### config.mk
export PLATFORM = sky130hd
export DESIGN_NAME = trng_uart_top
export DESIGN_NICKNAME = d
export VERILOG_FILES = /design/src/trng_pkg.sv /design/src/uart_pkg.sv /design/src/entropy_if.sv /design/src/trng_uart_top.sv /design/src/host_controller.sv /design/src/entropy_collector.sv /design/src/uart_tx.sv /design/src/uart_rx.sv
export VERILOG_INCLUDE_DIRS = /design/src
export SDC_FILE = /design/constraint.sdc
export NUM_CORES = 1
export LEC_CHECK = 0
export BUFFER_PORTS_ARGS = -buffer_cell sky130_fd_sc_hd__buf_2
export CORE_MARGIN = 2
export CORE_UTILIZATION = 50
export CTS_BUF_LIST = sky130_fd_sc_hd__clkbuf_8 sky130_fd_sc_hd__clkbuf_16
export DETAILED_ROUTE_END_ITERATION = 12
export PLACE_DENSITY = 0.65
export SETUP_SLACK_MARGIN = 0.1
export SLEW_MARGIN = 20
export SYNTH_ARGS = -nofsm -noshare
export SYNTH_HDL_FRONTEND = slang
export SYNTH_HIERARCHICAL = 1
export SYNTH_SLANG_ARGS = --single-unit
### constraint.sdc
create_clock -name i_Clk -period 5.95 [get_ports i_Clk]
set_input_delay 0.595 -clock i_Clk [delete_from_list [all_inputs] [get_ports i_Clk]]
set_output_delay 0.595 -clock i_Clk [all_outputs]
set_load 0.1 [all_outputs]
### src/trng_config.svh
// Design constants for the UART random number service
// UART bit timing, entropy word size, health limit and reply codes
`ifndef TRNG_CONFIG_SVH
`define TRNG_CONFIG_SVH

// Clock cycles per UART bit
`define CLKS_PER_BIT 8

// Bits per entropy word
`define WORD_BITS 32

// Consecutive discarded pairs before the health flag sets
`define HEALTH_LIMIT 32

// Ping reply
`define REPLY_ACK 8'h06
// Reply when the health test has failed
`define REPLY_FAIL 8'hEE

`endif
### src/trng_pkg.sv
// Random number service types
// Entropy word, host opcodes and controller state encoding
`include "trng_config.svh"

package trng_pkg;

	// One packed entropy word
	typedef logic [`WORD_BITS-1:0] word_t;

	// Host command bytes
	typedef enum logic [7:0]
	{
		OP_GEN  = 8'h31,
		OP_PING = 8'h3F
	} opcode_e;

	// Controller FSM
	typedef enum logic [2:0]
	{
		IDLE,
		DECODE,
		REQ,
		RELEASE,
		SEND,
		WAIT_TX
	} ctrl_state_e;

endpackage

### src/uart_pkg.sv
// UART types
// Data byte, receiver and transmitter state encodings
package uart_pkg;

	// One serial data byte
	typedef logic [7:0] byte_t;

	// Receiver FSM
	typedef enum logic [1:0]
	{
		RX_IDLE,
		RX_START,
		RX_DATA,
		RX_STOP
	} rx_state_e;

	// Transmitter FSM, RELEASE holds ack until req drops
	typedef enum logic [2:0]
	{
		TX_IDLE,
		TX_START,
		TX_DATA,
		TX_STOP,
		TX_RELEASE
	} tx_state_e;

endpackage

### src/entropy_if.sv
// Entropy word channel between controller and collector
// Four-phase req/ack, word and health flag stable while ack is high
`timescale 1ns/1ps

interface entropy_if;

	// Controller asks for a word
	logic req;
	// Collector holds a full word
	logic ack;
	trng_pkg::word_t word;
	// Sticky health failure, reported with the word
	logic health_fail;

	// Requesting side
	modport ctrl (output req, input ack, word, health_fail);

	// Supplying side
	modport src (input req, output ack, word, health_fail);

endinterface

### src/trng_uart_top.sv
// Top level of the UART random number service
// Receiver, collector, controller and transmitter on plain ports
`timescale 1ns/1ps

module trng_uart_top
(
	input  logic i_Clk,
	input  logic rst_n,
	input  logic rx,
	input  logic noise_bit,
	input  logic noise_valid,
	output logic tx,
	output logic noise_ready,
	output logic led
);

	////////////////////////////////////////////////////////////////////////////
	// Channels between the blocks
	////////////////////////////////////////////////////////////////////////////

	uart_pkg::byte_t rx_byte;
	logic            rx_valid;
	uart_pkg::byte_t tx_byte;
	logic            tx_req;
	logic            tx_ack;

	entropy_if ent ();

	////////////////////////////////////////////////////////////////////////////
	// Blocks
	////////////////////////////////////////////////////////////////////////////

	uart_rx uart_rx_i
	(
		.i_Clk    (i_Clk),
		.rst_n    (rst_n),
		.rx       (rx),
		.rx_byte  (rx_byte),
		.rx_valid (rx_valid)
	);

	entropy_collector entropy_collector_i
	(
		.i_Clk       (i_Clk),
		.rst_n       (rst_n),
		.noise_bit   (noise_bit),
		.noise_valid (noise_valid),
		.noise_ready (noise_ready),
		.ent         (ent.src)
	);

	host_controller host_controller_i
	(
		.i_Clk    (i_Clk),
		.rst_n    (rst_n),
		.rx_byte  (rx_byte),
		.rx_valid (rx_valid),
		.ent      (ent.ctrl),
		.tx_req   (tx_req),
		.tx_byte  (tx_byte),
		.tx_ack   (tx_ack),
		.led      (led)
	);

	uart_tx uart_tx_i
	(
		.i_Clk   (i_Clk),
		.rst_n   (rst_n),
		.tx_req  (tx_req),
		.tx_byte (tx_byte),
		.tx_ack  (tx_ack),
		.tx      (tx)
	);

endmodule

### src/host_controller.sv
// Host command controller
// Opcode decode, entropy word fetch, byte reply sequencing
`timescale 1ns/1ps
`include "trng_config.svh"

module host_controller
(
	input  logic            i_Clk,
	input  logic            rst_n,
	input  uart_pkg::byte_t rx_byte,
	input  logic            rx_valid,
	entropy_if.ctrl         ent,
	output logic            tx_req,
	output uart_pkg::byte_t tx_byte,
	input  logic            tx_ack,
	output logic            led
);
	import uart_pkg::*;
	import trng_pkg::*;

	ctrl_state_e state;
	byte_t       cmd;
	// Reply bytes, next one always in the low byte
	word_t       reply;
	logic [2:0]  left;

	always_ff @(posedge i_Clk or negedge rst_n)
	begin
		if (!rst_n)
		begin
			state   <= IDLE;
			left    <= '0;
			ent.req <= 1'b0;
			tx_req  <= 1'b0;
			led     <= 1'b0;
		end
		else
		begin
			case (state)
				IDLE:
				begin
					// Only listening here, bytes during a reply are lost
					if (rx_valid)
					begin
						cmd   <= rx_byte;
						state <= DECODE;
					end
				end
				DECODE:
				begin
					case (opcode_e'(cmd))
						OP_GEN:
						begin
							led     <= 1'b1;
							ent.req <= 1'b1;
							state   <= REQ;
						end
						OP_PING:
						begin
							led          <= 1'b1;
							reply[7:0]   <= `REPLY_ACK;
							left         <= 3'd1;
							state        <= SEND;
						end
						default:
							state <= IDLE;
					endcase
				end
				REQ:
				begin
					if (ent.ack)
					begin
						// Failed health test replaces the whole word
						reply   <= ent.health_fail ? word_t'(`REPLY_FAIL) : ent.word;
						left    <= ent.health_fail ? 3'd1 : 3'd4;
						ent.req <= 1'b0;
						state   <= RELEASE;
					end
				end
				RELEASE:
				begin
					if (!ent.ack)
						state <= SEND;
				end
				SEND:
				begin
					// Previous byte fully closed before the next
					if (!tx_ack && left == 3'd0)
					begin
						led   <= 1'b0;
						state <= IDLE;
					end
					else if (!tx_ack)
					begin
						tx_byte <= reply[7:0];
						tx_req  <= 1'b1;
						state   <= WAIT_TX;
					end
				end
				WAIT_TX:
				begin
					if (tx_ack)
					begin
						tx_req <= 1'b0;
						reply  <= reply >> 8;
						left   <= left - 1'b1;
						state  <= SEND;
					end
				end
				default:
					state <= IDLE;
			endcase
		end
	end

	// New word request only once the last ack has cleared
	assert property (@(posedge i_Clk) disable iff (!rst_n) $rose(ent.req) |-> !ent.ack);

endmodule

### src/entropy_collector.sv
// Entropy collector
// Von Neumann pair filter, word packer, repetition health test
`timescale 1ns/1ps
`include "trng_config.svh"

module entropy_collector
(
	input  logic   i_Clk,
	input  logic   rst_n,
	input  logic   noise_bit,
	input  logic   noise_valid,
	output logic   noise_ready,
	entropy_if.src ent
);
	import trng_pkg::*;

	localparam int BIT_W = $clog2(`WORD_BITS);
	localparam int RUN_W = $clog2(`HEALTH_LIMIT);

	logic             take;
	// First half of the current pair
	logic             have_first;
	logic             first_bit;
	logic [BIT_W-1:0] kept_cnt;
	logic [RUN_W-1:0] run_cnt;
	logic             full;
	logic             ack_q;
	logic             health_q;
	word_t            word_q;

	// Back-pressure while a word waits for the controller
	assign noise_ready = !full;
	assign take        = noise_valid && noise_ready;

	assign ent.ack         = ack_q;
	assign ent.word        = word_q;
	assign ent.health_fail = health_q;

	always_ff @(posedge i_Clk or negedge rst_n)
	begin
		if (!rst_n)
		begin
			have_first <= 1'b0;
			first_bit  <= 1'b0;
			kept_cnt   <= '0;
			run_cnt    <= '0;
			full       <= 1'b0;
			ack_q      <= 1'b0;
			health_q   <= 1'b0;
		end
		else
		begin
			if (take && !have_first)
			begin
				have_first <= 1'b1;
				first_bit  <= noise_bit;
			end
			else if (take)
			begin
				have_first <= 1'b0;
				if (first_bit != noise_bit)
				begin
					// 10 keeps 1, 01 keeps 0, filled from bit 0 up
					word_q   <= {first_bit, word_q[`WORD_BITS-1:1]};
					kept_cnt <= kept_cnt + 1'b1;
					run_cnt  <= '0;
					if (kept_cnt == BIT_W'(`WORD_BITS - 1))
						full <= 1'b1;
				end
				else if (run_cnt == RUN_W'(`HEALTH_LIMIT - 1))
					health_q <= 1'b1;
				else
					run_cnt <= run_cnt + 1'b1;
			end

			// Four-phase handshake toward the controller
			if (full && ent.req && !ack_q)
				ack_q <= 1'b1;
			else if (ack_q && !ent.req)
			begin
				ack_q    <= 1'b0;
				full     <= 1'b0;
				health_q <= 1'b0;
				word_q   <= '0;
			end
		end
	end

	// Word held steady for the whole ack phase
	assert property (@(posedge i_Clk) disable iff (!rst_n)
		ent.ack |=> !ent.ack || $stable(ent.word));

endmodule

### src/uart_tx.sv
// UART transmitter, 8N1, LSB first
// Byte taken on a four-phase req/ack handshake
`timescale 1ns/1ps
`include "trng_config.svh"

module uart_tx
(
	input  logic            i_Clk,
	input  logic            rst_n,
	input  logic            tx_req,
	input  uart_pkg::byte_t tx_byte,
	output logic            tx_ack,
	output logic            tx
);
	import uart_pkg::*;

	localparam int CNT_W = $clog2(`CLKS_PER_BIT) + 1;
	localparam logic [CNT_W-1:0] BIT_END = CNT_W'(`CLKS_PER_BIT - 1);

	tx_state_e        state;
	logic [CNT_W-1:0] cnt;
	logic [2:0]       bit_idx;
	logic             req_q;
	byte_t            shift;

	always_ff @(posedge i_Clk or negedge rst_n)
	begin
		if (!rst_n)
		begin
			state   <= TX_IDLE;
			cnt     <= '0;
			bit_idx <= '0;
			req_q   <= 1'b0;
			tx      <= 1'b1;
			tx_ack  <= 1'b0;
		end
		else
		begin
			req_q <= tx_req;
			case (state)
				TX_IDLE:
				begin
					cnt     <= '0;
					bit_idx <= '0;
					tx      <= 1'b1;
					// New request, latch byte and open start bit
					if (tx_req && !req_q)
					begin
						shift <= tx_byte;
						tx    <= 1'b0;
						state <= TX_START;
					end
				end
				TX_START:
				begin
					if (cnt == BIT_END)
					begin
						cnt   <= '0;
						tx    <= shift[0];
						state <= TX_DATA;
					end
					else
						cnt <= cnt + 1'b1;
				end
				TX_DATA:
				begin
					if (cnt == BIT_END)
					begin
						cnt     <= '0;
						bit_idx <= bit_idx + 1'b1;
						shift   <= shift >> 1;
						tx      <= (bit_idx == 3'd7) ? 1'b1 : shift[1];
						if (bit_idx == 3'd7)
							state <= TX_STOP;
					end
					else
						cnt <= cnt + 1'b1;
				end
				TX_STOP:
				begin
					// Ack only after the full stop bit
					if (cnt == BIT_END)
					begin
						tx_ack <= 1'b1;
						state  <= TX_RELEASE;
					end
					else
						cnt <= cnt + 1'b1;
				end
				TX_RELEASE:
				begin
					if (!tx_req)
					begin
						tx_ack <= 1'b0;
						state  <= TX_IDLE;
					end
				end
				default:
					state <= TX_IDLE;
			endcase
		end
	end

	// Ack never appears without a live request behind it
	assert property (@(posedge i_Clk) disable iff (!rst_n) tx_ack |-> $past(tx_req));

endmodule

### src/uart_rx.sv
// UART receiver, 8N1, LSB first
// Two-flop input sync, mid-bit sampling, one-cycle byte strobe
`timescale 1ns/1ps
`include "trng_config.svh"

module uart_rx
(
	input  logic            i_Clk,
	input  logic            rst_n,
	input  logic            rx,
	output uart_pkg::byte_t rx_byte,
	output logic            rx_valid
);
	import uart_pkg::*;

	localparam int CNT_W = $clog2(`CLKS_PER_BIT) + 1;
	localparam logic [CNT_W-1:0] BIT_END  = CNT_W'(`CLKS_PER_BIT - 1);
	localparam logic [CNT_W-1:0] HALF_END = CNT_W'(`CLKS_PER_BIT / 2 - 1);

	rx_state_e        state;
	logic             rx_meta;
	logic             rx_sync;
	logic [CNT_W-1:0] cnt;
	logic [2:0]       bit_idx;
	// Stop bit sampled, now waiting out the second half
	logic             stop_seen;
	logic             stop_ok;

	always_ff @(posedge i_Clk or negedge rst_n)
	begin
		if (!rst_n)
		begin
			rx_meta   <= 1'b1;
			rx_sync   <= 1'b1;
			state     <= RX_IDLE;
			cnt       <= '0;
			bit_idx   <= '0;
			stop_seen <= 1'b0;
			stop_ok   <= 1'b0;
			rx_valid  <= 1'b0;
		end
		else
		begin
			// Line idles high, so sync flops reset to 1
			rx_meta  <= rx;
			rx_sync  <= rx_meta;
			rx_valid <= 1'b0;
			case (state)
				RX_IDLE:
				begin
					cnt <= '0;
					if (!rx_sync)
						state <= RX_START;
				end
				RX_START:
				begin
					// Middle of start bit, recheck for glitch
					if (cnt == HALF_END)
					begin
						cnt     <= '0;
						bit_idx <= '0;
						state   <= rx_sync ? RX_IDLE : RX_DATA;
					end
					else
						cnt <= cnt + 1'b1;
				end
				RX_DATA:
				begin
					if (cnt == BIT_END)
					begin
						cnt     <= '0;
						rx_byte <= {rx_sync, rx_byte[7:1]};
						bit_idx <= bit_idx + 1'b1;
						if (bit_idx == 3'd7)
							state <= RX_STOP;
					end
					else
						cnt <= cnt + 1'b1;
				end
				RX_STOP:
				begin
					if (!stop_seen && cnt == BIT_END)
					begin
						// Mid stop bit
						cnt       <= '0;
						stop_seen <= 1'b1;
						stop_ok   <= rx_sync;
					end
					else if (stop_seen && cnt == HALF_END)
					begin
						// Framing error drops the byte
						rx_valid  <= stop_ok;
						stop_seen <= 1'b0;
						state     <= RX_IDLE;
					end
					else
						cnt <= cnt + 1'b1;
				end
				default:
					state <= RX_IDLE;
			endcase
		end
	end

	// Strobe lasts exactly one cycle per frame
	assert property (@(posedge i_Clk) disable iff (!rst_n) rx_valid |=> !rx_valid);

endmodule

Word level (Yosys, flattened, before mapping) --
Cells that the tools add are included. W data, S select, Z words.
Storage, ports and cells: memories 0, bits in writable memories 0, output and inout port bits 3, flip-flop bits (word level) 147, logic and storage cells 244, input bits 5, bits in latches 0, memory bits (read-only) 0
Operators by class: div/mod/pow operators 0, bitwise gates (word level) 3, add/subtract/negate cells 7, shift-type cells 0, order comparisons 0, muxes and demuxes 96, reduce and logical (&&, ||, !) cells 57, equality and inequality tests 48, multipliers 0
Operators by type and width (number):
- $mux W32 | 8
- $mux W3 | 19
- $pmux W24 S2 | 1
- $mux W1 | 34
- $reduce_and A3 Y1 | 9
- $mux W4 | 6
- $mux W8 | 3
- $ne A2 B1 Y1 const B | 12
- $ne A2 B2 Y1 const B | 12
- $pmux W8 S3 | 1
- $reduce_and A4 Y1 | 5
- $reduce_bool A2 Y1 | 10
- $pmux W3 S2 | 3
- $pmux W3 S6 | 1
- $eq A8 B6 Y1 const B | 2
- $pmux W4 S4 | 1
- $pmux W8 S2 | 1
- $eq A3 B3 Y1 const B | 5
- $pmux W3 S5 | 1
- $mux W2 | 7
- $eq A3 B2 Y1 const B | 4
- $pmux W4 S3 | 1
- $reduce_and A6 Y1 | 2
- $add A5 B1 Y5 const B | 2
- 26 further kinds | 61

Logic depth before layout (Yosys ltp) --
depth in word-level cells 7, gate-level depth with buffers 7, mapped depth without buffers 6

Hierarchy --
Netlist, hierarchy kept.
By module, submodules not included:
- host_controller | sequential area each 1666.6 um2, cells an instance 204, area an instance 2529.9 um2, instances 1
- entropy_collector | sequential area each 1336.3 um2, cells an instance 212, area an instance 2337.2 um2, instances 1
- uart_tx | sequential area each 566.8 um2, cells an instance 94, area an instance 1108.6 um2, instances 1
- uart_rx | sequential area each 593.1 um2, cells an instance 73, area an instance 997.2 um2, instances 1

Worst setup path before layout --
No wires, ideal clock.
kind reg2reg, from register host_controller_i.state[2], to register host_controller_i.reply[10] (enable), stages on the path, launching flop included 6, setup slack 3.528 ns, data arrival time 2.017 ns, path through dfrtp_1 -> clkbuf_1 -> and2_1 -> buf_2 -> a21oi_1 -> nor2_1
On the way: word-level cells in the longest chain between the ends 3, elaborated cells between the ends (all ways) 6, classes of those cells eq/ne: 4; reduce/logical: 2
Ends and longest elaborated chain:
- start: declaration | line host_controller.sv:21 | ctrl_state_e state;
- start signal: assignment | line host_controller.sv:31 | state <= IDLE;
- start signal: assignment | line host_controller.sv:46 | state <= DECODE;
- start signal: assignment | line host_controller.sv:56 | state <= REQ;
- $eq A3 B3 Y1 / $eq A3 B2 Y1 (equally long branches) | line host_controller.sv:39 | case (state)
- $ne A2 B1 Y1 (no source line) (tied with other cells)
- $reduce_and A4 Y1 (no source line) *
- end signal: assignment | line host_controller.sv:74 | reply <= ent.health_fail ? word_t'(`REPLY_FAIL) : ent.word;
- end signal: assignment | line host_controller.sv:105 | reply <= reply >> 8;
- end: declaration | line host_controller.sv:24 | word_t reply;
Every way passes the cells marked *; elsewhere a longest branch is shown, timed or not. A chain may end at the register's enable or synchronous reset.

Final worst setup path --
from register host_controller_i.state[1], to register host_controller_i.reply[20] (enable)
Same word-level chain as after synthesis.

==> flow_summary_export.csv <==
group,metric,value,unit
clock_tree,h-tree-depth,4,
setup_path,reg2reg_slack,3240,ps
setup_path,critPathBufInv,0,
sta,setup_tns,0,ps
clock_tree,cts_buffers,17,
sta,finalHoldViolations,0,
die,fp.dieH,122.1,µm
drt,top_layer_used,"met4",
setup_path,path_max_fanout,26,
synthesis,async_flop_share,34.69,%
clock_tree,ctsHoldBuffers,0,
sta,max-slew-margin-rel,28.57,%
die,io_pins,8,
power,combPwrFrac,13.4,%
final_layout,antenna_cells,0,
setup_path,ff2ff_path_depth,4,
setup_path,cp_slowest_stage_delay,730,ps
die,die_w,122.1,µm
sta,holdWs,131.7,ps
clock_tree,clk_latency,420,ps
clock_tree,cts-resized-gates,0,
global_routing,first_global_vias,4331,
synthesis,synth_area,0.006973,mm²
setup_path,worstSetupEndpoint,"host_controller_i/reply[20]",
drt,drc,0,
global_routing,antenna_found_initial,0,
drt,drt-initial-drc-count,521,
setup_path,r2r_start,"host_controller_i/state[1]",
sta,period_share,45.60,%
setup_path,cp_top_family,"simple AND/OR/NAND/NOR gates",
power,switchingPower,0.0007298,W
sta,final.setup_skew,7.471,ps
synthesis,ys_types,77,
setup_path,cpMaxStageDelayCell,"and2_1",
outcome,status,"complete, no violations",
drt,dr.pass1.iters,6,
drt,wl_met2,6.059,mm
place,dp_cells,736,
power,p_per_area,354.7,mW/mm²
drt,totalWireLength,12.85,mm
place,dp_hpwl,8.067,mm
die,dieArea,0.01491,mm²
setup_path,crit_chain,"and2b_1 -> and2_1 -> a21oi_1 -> nor2_4",
drt,antenna_left,0,
synthesis,ys_seq_area_share,59.70,%
die,rows,43,
synthesis,synth_warnings,6,
sta,setup_viol,0,
setup_path,reg2reg_to,"host_controller_i/reply[20]",
global_routing,grt_pass1_wl,21.61,mm
synthesis,synth_edf_count,96,
setup_path,cp.required,6000,ps
die,initial_core_util,50.63,%
clock_tree,max-clock-path-buffers,2,
synthesis,syn-num-nets,600,
synthesis,avgSynthCellArea,11.96,µm²
final_layout,layout-drive-gt1-share,15.82,%
synthesis,postSynthCellCount,583,
power,static-leakage-power,2.838,nW
power,p_int,0.001980,W
power,vdd_drop_max,0.1899,mV
sta,max_slew.worst_pin.slew,1069,ps
setup_path,startpoint_type,"flip-flop",
job,cap_violations,0,
drt,num_vias,4475,
sta,min_period,2713,ps
setup_path,arrival,2760,ps
power,switching_share,26.93,%
power,seqPwrFrac,47.4,%
drt,met1_length,6.069,mm
drt,viasPerCell,5.827,
worst_hold_path,hold_path.class,"input pin to asynchronous set/reset pin",
place,port_buffers,7,
place,place_congestion,0.8046,
synthesis,yosys_register_bits,147,
global_routing,grt_max_degree,54,
setup_path,crit_start,"host_controller_i/state[1]",
power,clkPwrFrac,39.2,%
sta,rsz0062_at_grt,"false",
clock_tree,cts_setup_buffers,0,
die,core,0.01377,mm²
setup_path,end_kind,"flip-flop",
setup_path,crit_type,"flip-flop to flip-flop",
final_layout,syn_to_final_growth,9.546,%
global_routing,grt-ovfl-total,0,
sta,clock.fmax,368.6,MHz
clock_tree,cts_tree,"yes",
clock_tree,cts.reportedPaths.clkPinSlew,60,ps
setup_path,cp_num_cells,4,
final_layout,layout.nets,592,
global_routing,track_usage,18.63,%
synthesis,ys.flop_type,"edfxtp_1",
drt,wl_met3,522,µm
sta,drv_slew,0,
clock_tree,cts_sinks,147,
final_layout,layoutNonFillerInstCount,768,
clock_tree,cts-root-buf,"clkbuf_16",
drt,routedWlPerCell,16.73,µm
kinds of logic (layout without fill, tap and decap cells):
logic type	count (synthesis)	after routing	share of synthesized area [%]
muxes	21	21	3.463
buffers and inverters	53	58	4.325
DFF	147	147	59.70
xor gates and xnor gates	9	9	1.454
adders and majority gates	12	12	2.153
AOI/OAI and AO/OA	140	140	12.31
and+or+nand+nor	201	201	16.60
cell usage in the layout (no fill, tap or decap), drive strengths merged, types with 3 or more instances in the layout:
cell / count
nand3b: 20
ha: 12
edfxtp: 96
a21o: 4
o31ai: 3
nand3: 39
nor2b: 4
dfrtp: 48
a21oi: 51
nor2: 32
xnor2: 4
a31oi: 3
a22o: 3
mux2i: 5
and2b: 3
nand4b: 3
o22ai: 3
o21ai: 49
or2: 3
and4bb: 3
and2: 12
xor2: 5
clkbuf: 17
mux2: 16
buf: 13
inv: 14
bufinv: 3
clkinv: 8
and3: 3
nor3: 13
o221ai: 3
nand2b: 8
dfstp: 3
nor3b: 5
nand2: 43
clkinvlp: 3
metal layers:
metal	vias up	GRT usage, %
met2	90	28.00
met4	0	7.399
met5	-	0
met3	15	4.354
li1	2132	-
met1	2238	26.31
worst reg2reg max path, cell delays in order, from the launching register on:
cell     delay [ps]
dfrtp_1         500
and2b_1         310
and2_1          730
a21oi_1         240
nor2_4          550
through the flow:
stage | utilization, % | worst slack, ps | area [µm²] | total power, W
6_report | 55.46 | 3237 | 7639 | 0.002709
5_1_grt | 55.46 | 2963 | 7639 | 0.002836
4_1_cts | 55.35 | 2920 | 7624 | 0.002733
3_5_place_dp | 51.06 | 2920 | 7033 | 0.001663
3_3_place_gp | 51.06 | 2986 | 7033 | 0.001647
2_1_floorplan | - | 3528 | 6973 | 0.001591
power by group through the flow:
| stage | clock (W) | sequential, W | combinational [W] |
|---|---|---|---|
| CTS | 0.00109 | 0.00128 | 0.000363 |
| global route | 0.00113 | 0.00130 | 0.000408 |
| finish | 0.00106 | 0.00128 | 0.000364 |
| floorplan | 0 | 0.00126 | 0.000331 |
| detailed placement | 0 | 0.00130 | 0.000363 |
| global placement | 0 | 0.00129 | 0.000353 |
cells in the mapped netlist (3+ instances only):
cell type / count / share of area (%)
buf_4: 5 / 0.54
dfrtp_1: 48 / 17
ha_1: 12 / 2.2
o21ai_1: 11 / 0.79
and2_1: 12 / 1.1
a22o_1: 3 / 0.38
o31ai_1: 3 / 0.32
nand2_1: 43 / 2.3
mux2_4: 3 / 0.65
buf_6: 9 / 1.5
xor2_1: 3 / 0.38
inv_1: 11 / 0.59
xnor2_1: 3 / 0.38
dfstp_2: 3 / 1.1
buf_2: 10 / 0.72
a21oi_1: 48 / 3.4
nor2_2: 3 / 0.27
nor2b_1: 4 / 0.36
nand3b_1: 20 / 2.2
mux2_2: 12 / 1.9
nand2b_1: 8 / 0.72
nor3_1: 11 / 0.79
edfxtp_1: 96 / 41
clkbuf_1: 15 / 0.81
and3_1: 3 / 0.27
o21ai_0: 38 / 2.7
a31oi_1: 3 / 0.27
nor3b_1: 4 / 0.43
o22ai_1: 3 / 0.27
mux2i_1: 5 / 0.72
a21oi_2: 3 / 0.38
nand3_1: 38 / 2.7
o221ai_1: 3 / 0.38
nor2_1: 28 / 1.5
flip-flops by register name (all words and copies together), names as in the netlist, 5 cells and up, named ones only:
signal                        count
uart_tx_i/shift                   8
entropy_collector_i/kept_cnt      5
uart_rx_i/rx_byte                 8
host_controller_i/tx_byte         8
host_controller_i/reply          32
host_controller_i/cmd             8
entropy_collector_i/run_cnt       5
entropy_collector_i/ent.word     32
worst min-delay path by stage:
stage | cells after the start | slack (ps) | start | end
after floorplan | 0 | 300 | rst_n | entropy_collector_i/ent.ack
after global placement | 0 | 350 | uart_rx_i/rx_meta | uart_rx_i/rx_sync
after detailed placement | 0 | 350 | uart_rx_i/rx_meta | uart_rx_i/rx_sync
after CTS | 1 | 110 | rst_n | entropy_collector_i/run_cnt[4]
after global routing | 1 | 140 | rst_n | entropy_collector_i/run_cnt[0]
final | 1 | 130 | rst_n | entropy_collector_i/run_cnt[1]
area by class of cell:
class,instances,area [µm²]
clock buffers,17,425.4
clock inverters,15,165.2
flip-flops and latches,147,4163
inverters,13,48.80
repair buffers,13,82.58
well taps,180,225.2
multi-input cells,383,2529
fillers,1210,6135
Note: power is estimated with default switching activity, not from simulation.
